### src/rtl/mcsr_pkg.sv
//////////////////////////////////////////////////////////////////////
// Shared types and constants of the machine-mode CSR unit.
// Addresses follow the standard RISC-V numbering. Only M-mode exists.
//////////////////////////////////////////////////////////////////////
package mcsr_pkg;

    // Register width.
    localparam int xlen = 32;
    // Lowest external interrupt number.
    localparam int irq_first = 16;

    // CSR addresses.
    localparam logic [11:0] csr_mstatus    = 12'h300;
    localparam logic [11:0] csr_misa       = 12'h301;
    localparam logic [11:0] csr_medeleg    = 12'h302;
    localparam logic [11:0] csr_mideleg    = 12'h303;
    localparam logic [11:0] csr_mie        = 12'h304;
    localparam logic [11:0] csr_mtvec      = 12'h305;
    localparam logic [11:0] csr_mstatush   = 12'h310;
    localparam logic [11:0] csr_mscratch   = 12'h340;
    localparam logic [11:0] csr_mepc       = 12'h341;
    localparam logic [11:0] csr_mcause     = 12'h342;
    localparam logic [11:0] csr_mtval      = 12'h343;
    localparam logic [11:0] csr_mip        = 12'h344;
    localparam logic [11:0] csr_mvendorid  = 12'hf11;
    localparam logic [11:0] csr_marchid    = 12'hf12;
    localparam logic [11:0] csr_mimpid     = 12'hf13;
    localparam logic [11:0] csr_mhartid    = 12'hf14;
    localparam logic [11:0] csr_mconfigptr = 12'hf15;

    // RV32IM: MXL=1, extensions I and M.
    localparam logic [xlen-1:0] misa_value = 32'h4000_1100;

    // One select per implemented CSR.
    typedef enum logic [4:0] {
        sel_none,
        sel_mstatus,
        sel_misa,
        sel_medeleg,
        sel_mideleg,
        sel_mie,
        sel_mtvec,
        sel_mstatush,
        sel_mip,
        sel_mscratch,
        sel_mepc,
        sel_mcause,
        sel_mtval,
        sel_mvendorid,
        sel_marchid,
        sel_mimpid,
        sel_mhartid,
        sel_mconfigptr
    } csr_sel_e;

    // CSR access from the core.
    typedef struct packed {
        logic            we;
        logic [11:0]     addr;
        logic [xlen-1:0] wdata;
    } csr_req_t;

    // CSR access result, same cycle.
    typedef struct packed {
        logic            exists;
        logic            rdonly;
        logic [xlen-1:0] rdata;
    } csr_rsp_t;

    // Synchronous trap reported by the core.
    typedef struct packed {
        logic        valid;
        logic [3:0]  cause;
        logic [31:1] epc;
    } trap_req_t;

    typedef struct packed {
        logic       pending;
        logic [4:0] cause;
    } irq_req_t;

    // Kind of register update in a cycle.
    typedef enum logic [1:0] {
        upd_none,
        upd_ret,
        upd_enter,
        upd_write
    } upd_e;

    typedef struct packed {
        upd_e        kind;
        logic        is_irq;
        logic [4:0]  cause;
        logic [31:1] epc;
    } upd_t;

    // Exception dispatch towards the core.
    typedef struct packed {
        logic        take;
        logic        is_irq;
        logic [31:2] tvec;
        logic [31:1] ret_epc;
    } exc_out_t;

endpackage

### src/rtl/csr_addr_decode.sv
//////////////////////////////////////////////////////////////////////
// Combinational CSR address decode. Unknown addresses give sel_none.
//////////////////////////////////////////////////////////////////////
module csr_addr_decode (
    input  logic [11:0]        addr,
    output mcsr_pkg::csr_sel_e sel,
    output logic               exists,
    output logic               rdonly
);
    import mcsr_pkg::*;

    always_comb begin
        // Defaults for an unknown address.
        sel    = sel_none;
        exists = 1'b1;
        rdonly = 1'b0;
        case (addr)
            csr_mstatus:    sel = sel_mstatus;
            csr_misa:       sel = sel_misa;
            csr_medeleg:    sel = sel_medeleg;
            csr_mideleg:    sel = sel_mideleg;
            csr_mie:        sel = sel_mie;
            csr_mtvec:      sel = sel_mtvec;
            csr_mstatush:   sel = sel_mstatush;
            csr_mip:        sel = sel_mip;
            csr_mscratch:   sel = sel_mscratch;
            csr_mepc:       sel = sel_mepc;
            csr_mcause:     sel = sel_mcause;
            csr_mtval:      sel = sel_mtval;
            // Identity block, read-only.
            csr_mvendorid: begin
                sel    = sel_mvendorid;
                rdonly = 1'b1;
            end
            csr_marchid: begin
                sel    = sel_marchid;
                rdonly = 1'b1;
            end
            csr_mimpid: begin
                sel    = sel_mimpid;
                rdonly = 1'b1;
            end
            csr_mhartid: begin
                sel    = sel_mhartid;
                rdonly = 1'b1;
            end
            csr_mconfigptr: begin
                sel    = sel_mconfigptr;
                rdonly = 1'b1;
            end
            default:        exists = 1'b0;
        endcase
    end

endmodule

### src/rtl/irq_arbiter.sv
//////////////////////////////////////////////////////////////////////
// External interrupt sampling and priority. Lines are registered once,
// so a request shows one cycle after the line rises. Lowest wins.
//////////////////////////////////////////////////////////////////////
module irq_arbiter (
    input  logic               clk,
    input  logic               rst,
    input  logic [31:16]       irq,
    input  logic [31:0]        mie,
    input  logic               mstatus_mie,
    output logic [31:0]        ip,
    output mcsr_pkg::irq_req_t irq_req
);
    import mcsr_pkg::*;

    // MIE as seen in the previous cycle.
    logic            prev_mie;
    // Pending and enabled.
    logic [xlen-1:0] masked;

    always_ff @(posedge clk) begin
        if (rst) begin
            ip       <= '0;
            prev_mie <= 1'b0;
        end else begin
            // Internal interrupt numbers stay 0.
            ip       <= {irq, {irq_first{1'b0}}};
            prev_mie <= mstatus_mie;
        end
    end

    assign masked = ip & mie;

    always_comb begin
        irq_req.cause = 5'd0;
        // Scan downward, the last hit is the lowest number.
        for (int i = xlen - 1; i >= irq_first; i--) begin
            if (masked[i]) begin
                irq_req.cause = 5'(i);
            end
        end
        // MIE must have been set for two cycles in a row.
        irq_req.pending = (masked != '0) && mstatus_mie && prev_mie;
    end

endmodule

### src/rtl/trap_ctrl.sv
//////////////////////////////////////////////////////////////////////
// Picks the one CSR update of the cycle. Priority is mret, interrupt,
// trap, then CSR write. Writes to read-only or missing CSRs are lost.
//////////////////////////////////////////////////////////////////////
module trap_ctrl (
    input  mcsr_pkg::csr_req_t  csr_req,
    input  logic                exists,
    input  logic                rdonly,
    input  mcsr_pkg::trap_req_t trap,
    input  logic                mret,
    input  logic [31:1]         pc,
    input  mcsr_pkg::irq_req_t  irq_req,
    input  logic [31:2]         mtvec,
    input  logic [31:1]         mepc,
    output mcsr_pkg::upd_t      upd,
    output mcsr_pkg::exc_out_t  exc
);
    import mcsr_pkg::*;

    always_comb begin
        upd.kind   = upd_none;
        upd.is_irq = 1'b0;
        upd.cause  = 5'd0;
        upd.epc    = '0;
        if (mret) begin
            upd.kind = upd_ret;
        end else if (irq_req.pending) begin
            // Interrupt takes the current pc as return point.
            upd.kind   = upd_enter;
            upd.is_irq = 1'b1;
            upd.cause  = irq_req.cause;
            upd.epc    = pc;
        end else if (trap.valid) begin
            upd.kind  = upd_enter;
            upd.cause = {1'b0, trap.cause};
            upd.epc   = trap.epc;
        end else if (csr_req.we && exists && !rdonly) begin
            upd.kind = upd_write;
        end
    end

    // Dispatch only on trap entry.
    assign exc.take    = (upd.kind == upd_enter);
    assign exc.is_irq  = exc.take && upd.is_irq;
    // Vector and return address straight from the CSRs.
    assign exc.tvec    = mtvec;
    assign exc.ret_epc = mepc;

endmodule

### src/rtl/csr_regs.sv
//////////////////////////////////////////////////////////////////////
// CSR state, update and read mux. mtvec is direct mode only.
// mcause keeps the interrupt flag and a 5-bit number.
//////////////////////////////////////////////////////////////////////
module csr_regs #(
    parameter logic [31:0] hart_id = 32'h0000_0000
) (
    input  logic               clk,
    input  logic               rst,
    input  mcsr_pkg::csr_sel_e sel,
    input  logic [31:0]        wdata,
    input  mcsr_pkg::upd_t     upd,
    input  logic [31:0]        ip,
    output logic [31:0]        rdata,
    output logic [31:0]        mie,
    output logic               mstatus_mie,
    output logic [31:2]        mtvec,
    output logic [31:1]        mepc
);
    import mcsr_pkg::*;

    // mstatus.MPIE.
    logic            mstatus_mpie;
    logic [xlen-1:0] mscratch;
    // mcause interrupt flag.
    logic            mcause_int;
    // mcause number.
    logic [4:0]      mcause_no;

    always_ff @(posedge clk) begin
        if (rst) begin
            mstatus_mie  <= 1'b0;
            mstatus_mpie <= 1'b0;
            mie          <= '0;
            mtvec        <= '0;
            mscratch     <= '0;
            mepc         <= '0;
            mcause_int   <= 1'b0;
            mcause_no    <= 5'd0;
        end else begin
            case (upd.kind)
                upd_ret: begin
                    // Return from trap.
                    mstatus_mie <= mstatus_mpie;
                end
                upd_enter: begin
                    mstatus_mpie <= mstatus_mie;
                    mstatus_mie  <= 1'b0;
                    mepc         <= upd.epc;
                    mcause_int   <= upd.is_irq;
                    mcause_no    <= upd.cause;
                end
                upd_write: begin
                    case (sel)
                        sel_mstatus: begin
                            mstatus_mpie <= wdata[7];
                            mstatus_mie  <= wdata[3];
                        end
                        sel_mie:      mie      <= wdata;
                        sel_mtvec:    mtvec    <= wdata[31:2];
                        sel_mscratch: mscratch <= wdata;
                        sel_mepc:     mepc     <= wdata[31:1];
                        sel_mcause: begin
                            mcause_int <= wdata[31];
                            mcause_no  <= wdata[4:0];
                        end
                        // Constant registers ignore writes.
                        default: ;
                    endcase
                end
                default: ;
            endcase
        end
    end

    always_comb begin
        case (sel)
            sel_mstatus:  rdata = {24'd0, mstatus_mpie, 3'd0, mstatus_mie, 3'd0};
            sel_misa:     rdata = misa_value;
            sel_mie:      rdata = mie;
            sel_mtvec:    rdata = {mtvec, 2'b00};
            // Only enabled lines show as pending.
            sel_mip:      rdata = ip & mie;
            sel_mscratch: rdata = mscratch;
            sel_mepc:     rdata = {mepc, 1'b0};
            sel_mcause:   rdata = {mcause_int, 26'd0, mcause_no};
            sel_mhartid:  rdata = hart_id;
            // Zero registers and no select.
            default:      rdata = '0;
        endcase
    end

endmodule

### src/rtl/mcsr_unit.sv
//////////////////////////////////////////////////////////////////////
// Machine-mode CSR unit. Requests are single-cycle strobes with no
// handshake. hart_id sets mhartid.
//////////////////////////////////////////////////////////////////////
module mcsr_unit #(
    parameter logic [31:0] hart_id = 32'h0000_0000
) (
    input  logic                clk,
    input  logic                rst,
    input  mcsr_pkg::csr_req_t  csr_req,
    output mcsr_pkg::csr_rsp_t  csr_rsp,
    input  mcsr_pkg::trap_req_t trap,
    input  logic                mret,
    input  logic [31:1]         pc,
    input  logic [31:16]        irq,
    output mcsr_pkg::exc_out_t  exc
);
    import mcsr_pkg::*;

    // Decode results.
    csr_sel_e        sel;
    logic            exists;
    logic            rdonly;
    logic [xlen-1:0] rdata;
    // Interrupt path.
    irq_req_t        irq_req;
    logic [xlen-1:0] ip;
    // Update of the cycle.
    upd_t            upd;
    // CSR state fed back.
    logic [xlen-1:0] mie;
    logic            mstatus_mie;
    logic [31:2]     mtvec;
    logic [31:1]     mepc;

    assign csr_rsp.exists = exists;
    assign csr_rsp.rdonly = rdonly;
    assign csr_rsp.rdata  = rdata;

    csr_addr_decode i_decode (
        .addr   (csr_req.addr),
        .sel    (sel),
        .exists (exists),
        .rdonly (rdonly)
    );

    irq_arbiter i_irq (
        .clk         (clk),
        .rst         (rst),
        .irq         (irq),
        .mie         (mie),
        .mstatus_mie (mstatus_mie),
        .ip          (ip),
        .irq_req     (irq_req)
    );

    trap_ctrl i_ctrl (
        .csr_req (csr_req),
        .exists  (exists),
        .rdonly  (rdonly),
        .trap    (trap),
        .mret    (mret),
        .pc      (pc),
        .irq_req (irq_req),
        .mtvec   (mtvec),
        .mepc    (mepc),
        .upd     (upd),
        .exc     (exc)
    );

    csr_regs #(
        .hart_id (hart_id)
    ) i_regs (
        .clk         (clk),
        .rst         (rst),
        .sel         (sel),
        .wdata       (csr_req.wdata),
        .upd         (upd),
        .ip          (ip),
        .rdata       (rdata),
        .mie         (mie),
        .mstatus_mie (mstatus_mie),
        .mtvec       (mtvec),
        .mepc        (mepc)
    );

endmodule

### config.mk
export PLATFORM = sky130hd
export DESIGN_NAME = mcsr_unit
export DESIGN_NICKNAME = d
export VERILOG_FILES = /design/src/rtl/mcsr_pkg.sv /design/src/rtl/csr_addr_decode.sv /design/src/rtl/irq_arbiter.sv /design/src/rtl/trap_ctrl.sv /design/src/rtl/csr_regs.sv /design/src/rtl/mcsr_unit.sv
export SDC_FILE = /design/constraint.sdc
export NUM_CORES = 1
export LEC_CHECK = 0
export ABC_AREA = 1
export ABC_CLOCK_PERIOD_IN_PS = 3800
export BUFFER_PORTS_ARGS = -buffer_cell sky130_fd_sc_hd__buf_2
export CAP_MARGIN = 20
export CELL_PAD_IN_SITES_DETAIL_PLACEMENT = 1
export CELL_PAD_IN_SITES_GLOBAL_PLACEMENT = 2
export CORE_AREA = 2 2 161 178
export DETAILED_ROUTE_END_ITERATION = 8
export DIE_AREA = 0 0 163 180
export PLACE_DENSITY_LB_ADDON = 0.1
export SLEW_MARGIN = 20
export SYNTH_ARGS = -nofsm -noshare
export SYNTH_HDL_FRONTEND = slang
export SYNTH_SLANG_ARGS = --single-unit
export TNS_END_PERCENT = 20
### constraint.sdc
create_clock -name clk -period 3.8 [get_ports clk]
set_input_delay 0.76 -clock clk [delete_from_list [all_inputs] [get_ports clk]]
set_output_delay 0.76 -clock clk [all_outputs]
set_load 0.05 [all_outputs]
* Word level (Yosys, flattened, before mapping)
Cells that the tools add are included.
Word-level totals: word-level logic and storage cells 99, register bits after elaboration 166, input bits 131
Operators by class: bitwise gates (word level) 1, reduce and logical (&&, ||, !) cells 18, eq/ne operators 31, mux-type cells 38
Operators by type and width (count):
- 32-bit case mux with 8 select lines | 1
- 12-bit by 10-bit equality test with 1-bit output, second input constant | 12
- 5-bit two-way mux | 17
- 5-bit case mux with 17 select lines | 1
- 31-bit case mux with 2 select lines | 1
- 12-bit equality test, second input constant | 5
- 37-bit two-way mux | 1
- 36-bit two-way mux | 1
- 35-bit two-way mux | 1
- 32-bit AND | 1
- 32-bit nonzero test | 1
- 31-bit two-way mux | 1
- 5-bit by 4-bit equality test with 1-bit output, second input constant | 4
- 17-bit OR reduction | 1
- 2-bit AND reduction | 7
- 5-bit by 3-bit equality test with 1-bit output, second input constant | 2
- 5-bit case mux with 2 select lines | 1
- 2-bit two-way mux | 4
- 1-bit two-way mux | 6
- 2-bit by 1-bit != test with 1-bit output, second input constant | 3
- 5-bit by 1-bit equality test with 1-bit output, second input constant | 1
- 5-bit by 2-bit equality test with 1-bit output, second input constant | 1
- 1-bit logical AND | 5
- 5-bit OR reduction | 1
- other kinds (7) | 9

* Logic depth before layout (Yosys ltp)
Gate-level depths: netlist (run 1).
depth after elaboration 20, depth in mapped cells 23

* Cells and area by module
A second synthesis (run 1) with hierarchy kept.
Second synthesis, totals: cell total of the unflattened synthesis 1713, area, all modules 9927.0 µm²
Modules (own cells, without submodules):
- csr_regs | times used 1, area an instance 7305.8 µm², sequential area each 2662.6 µm², cells an instance 1241
- trap_ctrl | times used 1, area an instance 1262.5 µm², sequential area each 0.0 µm², cells an instance 263
- irq_arbiter | times used 1, area an instance 877.1 µm², sequential area each 340.3 µm², cells an instance 129
- csr_addr_decode | times used 1, area an instance 466.7 µm², sequential area each 0.0 µm², cells an instance 78
- mcsr_unit | times used 1, area an instance 15.0 µm², sequential area each 0.0 µm², cells an instance 2

* Worst setup path before layout (run 1)
Ideal clock, no wire load.
path kind input -> register, start in csr_req[36] (netlist bit), end reg i_regs.mepc[2] (netlist bit), setup time 0.117 ns, arrival 3.358 ns, cell stages on the path 20, path slack 0.325 ns, path through nor3_4 > nand2_4 > nor2_4 > inv_2 > nor2_2 > inv_2 > o211ai_4 > nor3b_2 > nand4_1 > nand2_1 > inv_2 > nand2_1 > a21oi_1 > ha_1 > nand2_1 > nand2_1 > buf_2 > o221ai_1 > o211ai_1 > inv_1
RTL lines:
- start, declared | RTL line mcsr_unit.sv:10 | input mcsr_pkg::csr_req_t csr_req,
- end signal, assigned | RTL line csr_regs.sv:49 | mepc <= upd.epc;
- end signal, assigned | RTL line csr_regs.sv:62 | sel_mepc: mepc <= wdata[31:1];
- end, declared | RTL line csr_regs.sv:18 | output logic [31:1] mepc

==> results.tsv, run 1 <==
metric	value	unit
numCtsBuffers	17	
p_leak	4.49	nW
syn2layout_area_growth	30.0	%
seq_power_share	0.444	
synth.cell_area	7590	sq um
yosys.area.top_type	dfxtp_1	
drc	0	
synth.avg_cell_area	7.24	sq um
worst_pin_slew	0.793	ns
placedCellCount	1606	
via_count	8118	
irDropWorstVdd	0.000203	V
cp.required	3.04	ns
grt_use_total	0.222	
cts_tree	built	
cts_resized	0	
ys_seq_area_frac	0.395	
hold_viol	0	
relSlewSlack	0.471	
core-area	27600	sq um
io_buffer_count	227	
die_area	29300	sq um
ant_nets	0	
post-place-ws	0.0637	ns
cts.htree.levels	4	
first_pass_iters	6	
setup_slack	0.148	ns
io_pins	228	
grt.overflow.total	0	
use_met3	0.0425	
status	finished, final reports clean	
cts.path.max_buffers	2	
pwr-share-comb	0.097	
clock_latency	0.43	ns
synth_edf_count	0	
synth_common_cells	nand2_1 (151), dfxtp_1 (150), inv_1 (147), nor2_1 (109), a21oi_1 (102)	
viasPerCell	4.96	
syn_nets	1182	
maxCapViolCount	0	
cp-end-kind	primary output	
min_period_over_period	0.961	
hpwl	23100	microns
synth_area_leaders	dfxtp_1 (40%), nand2_1 (7.5%), inv_1 (7.3%)	
grt_max_degree	58	
wirelength	32200	microns
crit_path_start_kind	input pin	
setup-violations-final	0	
critical_path.max_stage_delay	0.32	ns
numClockSinks	150	
worstHoldPathCells	2	
critPathSlowestCell	buf_2	
routabilityCongestion	0.797	
yosysMostFrequentCell	nand2_1	
use_met2	0.387	
met1_usage	0.280	
drv_slew	0	
fillCellCount	3502	
post_drt_wl_per_cell	19.6	microns
regArea	3000	sq um
skew	0.0135	ns
rows	64	
synthFlopType	dfxtp_1	
ctsHoldBuffers	0	
synth_cell_types	48	
stdcell_count	1638	
arrival	2.89	ns
holdCritPathClass	flop to flop	
grt_antenna_before_repair	1	
finalCriticalPeriod	3.65	ns
nets	1395	
layout-drive-gt1-share	0.270	
first_global_vias	8402	
ys_ff_latch	150	
cellPowerDensity	370	nW/um^2
drtIter0Drc	309	
crit_chain	buf_2 -> nor3_4 -> nand2_4 -> nor2_4 -> inv_2 -> nor2_2 -> inv_2 -> o211ai_4 -> buf_4 -> nand3_4 -> clkinv_2 -> nand2_1 -> o2111ai_1 -> buf_2	
finalSetupTns	0	ns
multi_input_area	3690	sq um
whs	0.452	ns
synthCells	1049	
grt_busiest_layer	met2	
final_area	9870	sq um
grt_setup_unrepaired	false	
grt_pass1_wl	49700	microns
die_w	163	microns
root_buffer	clkbuf_16	
r2r_slack	1.01	ns
clock.fmax	0.274	GHz
yosys_warnings	0	
synth_top_area_frac	0.395	
cts.reportedPaths.clkPinSlew	0.07	ns
reg2regPathDepth	16	
async_flop_share	0	
start_util	0.275	
p_int	2.64	mW
critPathMaxFanout	11	
switchingPower	1.01	mW
clkPwrFrac	0.459	
die-height	180	microns
postCtsSetupBuffers	0	
swShare	0.277	
antennaDiodeCount	0	
post_dp_cell_area	9300	sq um
worstSetupPathType	input pin to primary output	
[metal layers]
metal | vias up | wire [microns] | part of all wire
li1 | 3969 | - | -
met1 | 3918 | 14500 | 0.45
met2 | 201 | 15700 | 0.49
met3 | 28 | 1530 | 0.048
met4 | 2 | 447 | 0.014
met5 | - | 11 | 0.00034
[cells by family after synthesis]
kind of cell             count (synthesis)  share of synthesized area
AO/OA/AOI/OAI                          323                      0.266
adder cells (fa/ha/maj)                  2                    0.00329
buffers and inverters                  232                      0.123
flip-flops                             150                      0.395
multiplexers                            19                     0.0250
AND/OR/NAND/NOR                        323                      0.187
[metrics by stage]
step | power [mW] | util
final | 3.66 | 0.357
after global routing | 3.80 | 0.357
after CTS | 3.70 | 0.357
after detailed placement | 2.02 | 0.337
after global placement | 2.02 | 0.337
after floorplan | 1.84 | -
[registers in the layout, indices dropped and copies added, names as in the netlist, 5 cells and up]
signal            flops
i_regs.mepc          31
i_regs.mcause_no      5
i_irq.ip             16
i_regs.mscratch      32
i_regs.mie           32
i_regs.mtvec         30
[critical path, delay by kind of cell]
kind,cells,cell delay (ns)
and+or+nand+nor,6,0.86
buffers and inverters,6,1.04
AOI/OAI and AO/OA,2,0.20
[final cells by class]
type                            instances  area share
Multi-Input combinational cell        667       0.374
Clock buffer                           19      0.0438
Inverter                              161      0.0615
Clock inverter                         13      0.0137
Timing Repair Buffer                  265       0.157
Sequential cell                       150       0.304
Tap cell                              363      0.0460
[worst paths after layout]
path / start / endpoint
min reg2reg: i_regs.mie[15]$_SDFFE_PP0P_ / i_regs.mie[15]$_SDFFE_PP0P_
max reg2reg: i_regs.mie[23]$_SDFFE_PP0P_ / i_regs.mepc[1]$_SDFFE_PP0P_
max: csr_req[36] / csr_rsp[1]
min: i_regs.mie[15]$_SDFFE_PP0P_ / i_regs.mie[15]$_SDFFE_PP0P_
[placed cells by master (no fill, tap or decap), types with 16 or more instances in the layout]
master	instances
buf_2	225
dfxtp_1	150
nand2_1	147
inv_1	146
nor2_1	107
a21oi_1	102
o21ai_0	83
o211ai_1	37
nand3_1	30
buf_4	29
o311ai_1	28
mux2i_1	19
clkbuf_16	17
a211oi_1	16
[power groups by stage]
| stage | clock, mW | combinational [mW] | sequential (mW) |
|---|---|---|---|
| 6_report | 1.68 | 0.353 | 1.62 |
| 5_1_grt | 1.78 | 0.388 | 1.63 |
| 4_1_cts | 1.72 | 0.359 | 1.62 |
| 3_5_place_dp | 0 | 0.357 | 1.66 |
| 3_3_place_gp | 0 | 0.355 | 1.66 |
| 2_1_floorplan | 0 | 0.129 | 1.71 |
Power figures use the tool's default switching activity.
==> run 2, diff against run 1 <==
==> constraint.sdc (replaced) <==
create_clock -name clk -period 3.8 [get_ports clk]
set_input_delay 0.19 -clock clk [delete_from_list [all_inputs] [get_ports clk]]
set_output_delay 0.19 -clock clk [all_outputs]
set_load 0.05 [all_outputs]
==> run 2 against run 1 <==
  * Maximum frequency grew 19%
  * Via count shrank 0.67%
  * Combinational power grew 2%
  * Sequential power is essentially flat
  * Register-to-register slack lost 0.20 ns
  * Largest power group is now sequential cells
==> results.tsv, run 2 (synthesis results as in run 1) <==
metric	value	unit	change
crit_path_start_kind	input pin		unchanged
io_buffer_count	227		unchanged
worstSetupPathType	input pin to flop		was input pin to primary output
cts.htree.levels	4		unchanged
min_period_over_period	0.811		was 0.961
via_count	8064		was 8118
layout-drive-gt1-share	0.258		was 0.270
grt_setup_unrepaired	false		unchanged
die-height	180	microns	unchanged
viasPerCell	4.91		was 4.96
start_util	0.275		unchanged
mostFrequentLayoutCell	buf_2		unchanged
largest_registers	i_regs.mie (32), i_regs.mscratch (32), i_regs.mepc (31)		unchanged
grt_pass1_wl	49400	microns	was 49700 microns
numClockSinks	150		unchanged
holdCritPathClass	input pin to flop		was flop to flop
regArea	3000	sq um	unchanged
ant_nets	0		unchanged
wirelength	32200	microns	about the same
drtIter0Drc	305		was 309
routabilityCongestion	0.801		was 0.797
clock_latency	0.43	ns	about the same
grt_antenna_before_repair	0		was 1
mostFrequentLayoutCells	buf_2 (227), dfxtp_1 (150), nand2_1 (147)		was buf_2 (225), dfxtp_1 (150), nand2_1 (147)
drv_slew	0		unchanged
rows	64		unchanged
multi_input_area	3690	sq um	about the same
postCtsSetupBuffers	0		unchanged
arrival	3.40	ns	was 2.89 ns
r2r_slack	0.81	ns	was 1.01 ns
drc	0		unchanged
die_area	29300	sq um	unchanged
cp-end-kind	flop		was primary output
core-area	27600	sq um	unchanged
critPathMaxFanout	32		was 11
grt_use_total	0.221		was 0.222
fillCellCount	3486		was 3502
hpwl	22600	microns	was 23100 microns
cts.path.max_buffers	2		unchanged
first_global_vias	8285		was 8402
clock.fmax	0.325	GHz	was 0.274 GHz
grt.overflow.total	0		unchanged
finalSetupTns	0	ns	unchanged
grt_max_degree	58		unchanged
p_leak	4.50	nW	was 4.49 nW
setup-violations-final	0		unchanged
status	finished, final reports clean		unchanged
hold_viol	0		unchanged
syn2layout_area_growth	30.1	%	was 30.0%
antennaDiodeCount	0		unchanged
die_w	163	microns	unchanged
cellPowerDensity	364	nW/um^2	was 370 nW/um^2
root_buffer	clkbuf_16		unchanged
cp.required	4.12	ns	was 3.04 ns
irDropWorstVdd	0.000208	V	was 0.000203 V
post_dp_cell_area	9170	sq um	was 9300 sq um
post_drt_wl_per_cell	19.6	microns	about the same
maxCapViolCount	0		unchanged
ctsHoldBuffers	16		was 0
worst_pin_slew	0.956	ns	was 0.793 ns
first_pass_iters	4		was 6
io_pins	228		unchanged
skew	0.0154	ns	was 0.0135 ns
cts.reportedPaths.clkPinSlew	0.07	ns	about the same
finalCriticalPeriod	3.08	ns	was 3.65 ns
final_area	9880	sq um	was 9870 sq um
nets	1398		was 1395
relSlewSlack	0.360		was 0.471
cts_tree	built		unchanged
cts_resized	0		unchanged
numCtsBuffers	17		unchanged
## run 2: cell types whose count changed in the layout (fill, tap and decap cells not counted), sizes merged
cell	change
clkinv	+3
bufinv	-1
buf	-12
clkbuf	-2
dlygate4sd3	+16
clkinvlp	-1
## run 2: critical path, cell delays in order
cell and delay, ns:
buf_2 0.09, nand2_1 0.06, inv_2 0.04, nand2_2 0.18, nor2_4 0.07, inv_2 0.06
nor2_2 0.03, inv_2 0.36, o211ai_4 0.14, nor3b_2 0.21, nand4_1 0.13, nand2_1 0.10
inv_2 0.04, nand2_1 0.05, a21oi_1 0.09, ha_2 0.26, inv_1 0.25, nand2_1 0.19
nand2_2 0.12, buf_4 0.34, o311ai_0 0.20, o211ai_1 0.13, inv_1 0.05
## run 2: per-layer routing
layer,track usage,part of all wire,vias up
met4,0.0531,0.012,0
met2,0.387,0.49,196
met3,0.0341,0.043,23
met5,0,0,-
met1,0.282,0.45,3872
li1,-,-,3973
## run 2: power by group
group	switching, mW	internal, mW
Combinational	0.236	0.125
Sequential	0.0217	1.60
Clock	0.761	0.855
## run 2: stage by stage
step                setup WS [ns]   util  std cells  hold slack [ns]  total power [mW]
detailed placement          0.349  0.332       1593            0.401              2.01
floorplan                   0.895      -       1049            0.297              1.84
global route                0.367  0.358       1641           0.0689              3.74
CTS                         0.776  0.358       1641           0.0409              3.64
finish                      0.720  0.358       1641           0.0502              3.60
global placement            0.434  0.332       1593            0.397              2.01
## run 2: final timing paths
check,start,endpoint,cells after the start
setup reg to reg,i_regs.mie[23]$_SDFFE_PP0P_,i_regs.mepc[1]$_SDFFE_PP0P_,16
hold / removal,csr_req[23],i_regs.mscratch[23]$_SDFFE_PP0P_,3
setup / recovery,csr_req[41],i_regs.mepc[1]$_SDFFE_PP0P_,23
hold reg to reg,i_regs.mie[5]$_SDFFE_PP0P_,i_regs.mie[5]$_SDFFE_PP0P_,2
## run 2: layout make-up
type	instances	share of cell area
inverters	161	0.0613
flip-flops and latches	150	0.304
clock buffers	18	0.0434
well taps	363	0.0460
clock inverters	14	0.0122
multi-input cells	667	0.373
repair buffers	268	0.160
==> run 3, diff against run 2 <==
--- a/config.mk
+++ b/config.mk
@@ -5,15 +5,15 @@
 export SDC_FILE = /design/constraint.sdc
 export NUM_CORES = 1
 export LEC_CHECK = 0
-export ABC_AREA = 1
-export ABC_CLOCK_PERIOD_IN_PS = 3800
+export ABC_AREA = 0
+export ABC_CLOCK_PERIOD_IN_PS = 3100
 export BUFFER_PORTS_ARGS = -buffer_cell sky130_fd_sc_hd__buf_2
 export CAP_MARGIN = 20
 export CELL_PAD_IN_SITES_DETAIL_PLACEMENT = 1
 export CELL_PAD_IN_SITES_GLOBAL_PLACEMENT = 2
-export CORE_AREA = 2 2 161 178
+export CORE_AREA = 2 2 159 177
 export DETAILED_ROUTE_END_ITERATION = 8
-export DIE_AREA = 0 0 163 180
+export DIE_AREA = 0 0 161 179
 export PLACE_DENSITY_LB_ADDON = 0.1
 export SLEW_MARGIN = 20
 export SYNTH_ARGS = -nofsm -noshare
==> constraint.sdc (replaced) <==
create_clock -name clk -period 3.1 [get_ports clk]
set_input_delay 0.155 -clock clk [delete_from_list [all_inputs] [get_ports clk]]
set_output_delay 0.155 -clock clk [all_outputs]
set_load 0.05 [all_outputs]
==> run 3 against run 2 <==
  * Worst hold slack worse by 0.041 ns
  * Synthesized area up 1.9%
  * Synthesized cell count down 6.1%
  * Clock power up 28%
  * Critical path depth down 11
  * Count of clock-buffer cells in the layout unchanged
  * Cell count down 1.4%
  * Clock skew down 0.0036 ns
  * Die area down 1.8%
  * Via count up 4.0%
  * Global-route usage up 1.0 points
  * Cell area up 7.6%
  * Critical path type is now flop to flop
  * Largest cell class unchanged
==> results.tsv, run 3 <==
metric	value	unit	change
status	finished, final reports clean		unchanged
first_pass_iters	5		was 4
first_global_vias	8733		was 8285
synthCells	985		was 1049
antennaDiodeCount	0		unchanged
post_drt_wl_per_cell	21.2	microns	was 19.6 microns
drtIter0Drc	306		was 305
hold_viol	0		unchanged
die_w	161	microns	was 163 microns
use_met2	0.411		was 0.387
largest_registers	i_regs.mie (32), i_regs.mscratch (32), i_regs.mepc (31)		unchanged
finalCriticalPeriod	3.01	ns	
fin_total_pwr	4.61	mW	was 3.60 mW
synthFlopType	dfxtp_1		unchanged
async_flop_share	0		unchanged
mostFrequentLayoutCell	nand2_1		was buf_2
die_area	28800	sq um	was 29300 sq um
drc	0		unchanged
worst_pin_slew	0.799	ns	was 0.956 ns
yosys_warnings	0		unchanged
ys_ff_latch	150		unchanged
synth_top_area_frac	0.388		was 0.395
start_util	0.284		was 0.275
grt_max_degree	66		was 58
syn2layout_area_growth	37.4	%	was 30.1%
numClockSinks	150		unchanged
fillCellCount	3349		was 3486
min_period_over_period	0.972		
numCtsBuffers	17		unchanged
holdCritPathClass	input pin to flop		unchanged
yosysMostFrequentCell	nand2_1		unchanged
crit_path_start_kind	flop		was input pin
grt_use_total	0.231		was 0.221
final_area	10600	sq um	was 9880 sq um
cts.reportedPaths.clkPinSlew	0.07	ns	about the same
r2r_slack	0.09	ns	was 0.81 ns
use_met3	0.0331		was 0.0341
cts.htree.levels	4		unchanged
drv_slew	0		unchanged
cellPowerDensity	434	nW/um^2	was 364 nW/um^2
relSlewSlack	0.468		was 0.360
maxCapViolCount	0		unchanged
critPathMaxFanout	7		was 32
irDropWorstVdd	0.000263	V	was 0.000208 V
cts_tree	built		unchanged
yosys.area.top_type	dfxtp_1		unchanged
crit_chain	a22o_1 -> or4b_4 -> o21a_4 -> nor2_2 -> a21o_1 -> ha_4 -> nand2_1 -> o31ai_4 -> buf_8 -> buf_12 -> nor2_1 -> a311oi_1		was buf_2 -> nand2_1 -> inv_2 -> nand2_2 -> nor2_4 -> inv_2 -> nor2_2 -> inv_2 -> o211ai_4 -> nor3b_2 -> nand4_1 -> nand2_1 -> inv_2 -> nand2_1 -> a21oi_1 -> ha_2 -> inv_1 -> nand2_1 -> nand2_2 -> buf_4 -> o311ai_0 -> o211ai_1 -> inv_1
root_buffer	clkbuf_16		unchanged
wirelength	34300	microns	was 32200 microns
rows	64		unchanged
layout-drive-gt1-share	0.296		was 0.258
ant_nets	0		unchanged
synth_edf_count	0		unchanged
cts.path.max_buffers	2		unchanged
p_leak	4.64	nW	was 4.50 nW
synth.avg_cell_area	7.86	sq um	was 7.24 sq um
die-height	179	microns	was 180 microns
critical_path.max_stage_delay	0.57	ns	was 0.36 ns
mostFrequentLayoutCells	nand2_1 (253), buf_2 (225), dfxtp_1 (150)		was buf_2 (227), dfxtp_1 (150), nand2_1 (147)
met1_usage	0.293		was 0.282
via_count	8384		was 8064
setup-violations-final	0		unchanged
cp.required	3.44	ns	was 4.12 ns
syn_nets	1118		was 1182
nets	1375		was 1398
clock.fmax	0.332	GHz	
grt_busiest_layer	met2		unchanged
worstSetupPathType	flop to flop		was input pin to flop
skew	0.0118	ns	was 0.0154 ns
synth_cell_types	72		was 48
synth_common_cells	nand2_1 (253), dfxtp_1 (150), nor2_1 (80), a21oi_1 (70), a22oi_1 (66)		was nand2_1 (151), dfxtp_1 (150), inv_1 (147), nor2_1 (109), a21oi_1 (102)
viasPerCell	5.18		was 4.91
synth_area_leaders	dfxtp_1 (39%), nand2_1 (12%), a22oi_1 (6.4%)		was dfxtp_1 (40%), nand2_1 (7.5%), inv_1 (7.3%)
arrival	3.35	ns	was 3.40 ns
critPathSlowestCell	or4b_4		was inv_2
io_pins	228		unchanged
routabilityCongestion	0.798		was 0.801
io_buffer_count	227		unchanged
grt_antenna_before_repair	0		unchanged
synth.cell_area	7740	sq um	was 7590 sq um
ys_seq_area_frac	0.388		was 0.395
clock_latency	0.43	ns	about the same
grt_setup_unrepaired	true		was false
hpwl	23300	microns	was 22600 microns
grt.overflow.total	0		unchanged
cp-end-kind	flop		unchanged
whs	0.00903	ns	was 0.0502 ns
grt_pass1_wl	51200	microns	was 49400 microns
core-area	27200	sq um	was 27600 sq um
post_dp_cell_area	9610	sq um	was 9170 sq um
==> run 3: layout make-up <==
cell class                      instances  area (sq um)  area share
Clock buffer                           18           439      0.0413
Timing Repair Buffer                  323          2170       0.204
Inverter                                4          15.0     0.00141
Multi-Input combinational cell        746          4410       0.415
Tap cell                              363           454      0.0427
Sequential cell                       150          3000       0.282
Clock inverter                         14           134      0.0126
==> run 3: path summary, 6_finish.rpt <==
path | endpoint | depth (start not counted) | startpoint
max | i_regs.mepc[1]$_SDFFE_PP0P_ | 12 | i_irq.ip[25]$_SDFF_PP0_
min | i_regs.mtvec[27]$_SDFFE_PP0P_ | 3 | csr_req[27]
max reg2reg | i_regs.mepc[1]$_SDFFE_PP0P_ | 12 | i_irq.ip[25]$_SDFF_PP0_
min reg2reg | i_regs.mie[7]$_SDFFE_PP0P_ | 2 | i_regs.mie[7]$_SDFFE_PP0P_
==> run 3: kinds of logic (layout without fill, tap and decap cells) <==
kind of cell    count (synthesis)  count (layout)  share of synthesized area
compound gates                284             284                      0.256
mux                            38              38                     0.0491
xor+xnor                        1               1                    0.00113
flops                         150             150                      0.388
buf+inv                        89             359                     0.0585
simple gates                  420             420                      0.243
fa+ha+maj                       3               3                    0.00453
==> run 3: where the power goes <==
part	leakage [nW]	total [mW]	internal (mW)	switching, mW
clock	0.285	2.07	1.09	0.986
combinational	3.14	0.541	0.214	0.327
sequential	1.22	2.00	1.96	0.0355
==> run 3: per-layer routing <==
metal / up-vias / share of wire
li1: 4035 / -
met1: 4124 / 0.45
met2: 182 / 0.50
met3: 43 / 0.033
met4: 0 / 0.020
met5: - / 0
==> run 3: stage by stage <==
step	TNS, ns	std cells	utilization	worst slack, ns
floorplan	0	985	-	0.0131
global placement	-0.330	1556	0.353	-0.0339
detailed placement	-11.45	1556	0.353	-0.189
CTS	0	1614	0.384	0.0178
global route	-0.257	1618	0.390	-0.0272
finish	0	1618	0.390	0.0853
==> run 3: timing repair <==
| action | CTS | global route |
|---|---|---|
| pin swaps | 1 | 2 |
| gates resized for setup | 1 | 16 |
| hold buffers | 25 | 0 |
| buffers inserted | 1 | 0 |
| setup endpoints to repair | 3 | 97 |
| cloned | 0 | 4 |
| hold endpoints to repair | 28 | 0 |
==> run 3: critical path: cells and delay by family, from the launching register on <==
kind	cells	cell delay, ns
adder cells (fa/ha/maj)	1	0.20
buffers and inverters	2	0.38
AO/OA/AOI/OAI	5	1.16
AND/OR/NAND/NOR	4	0.81
flip-flops	1	0.35
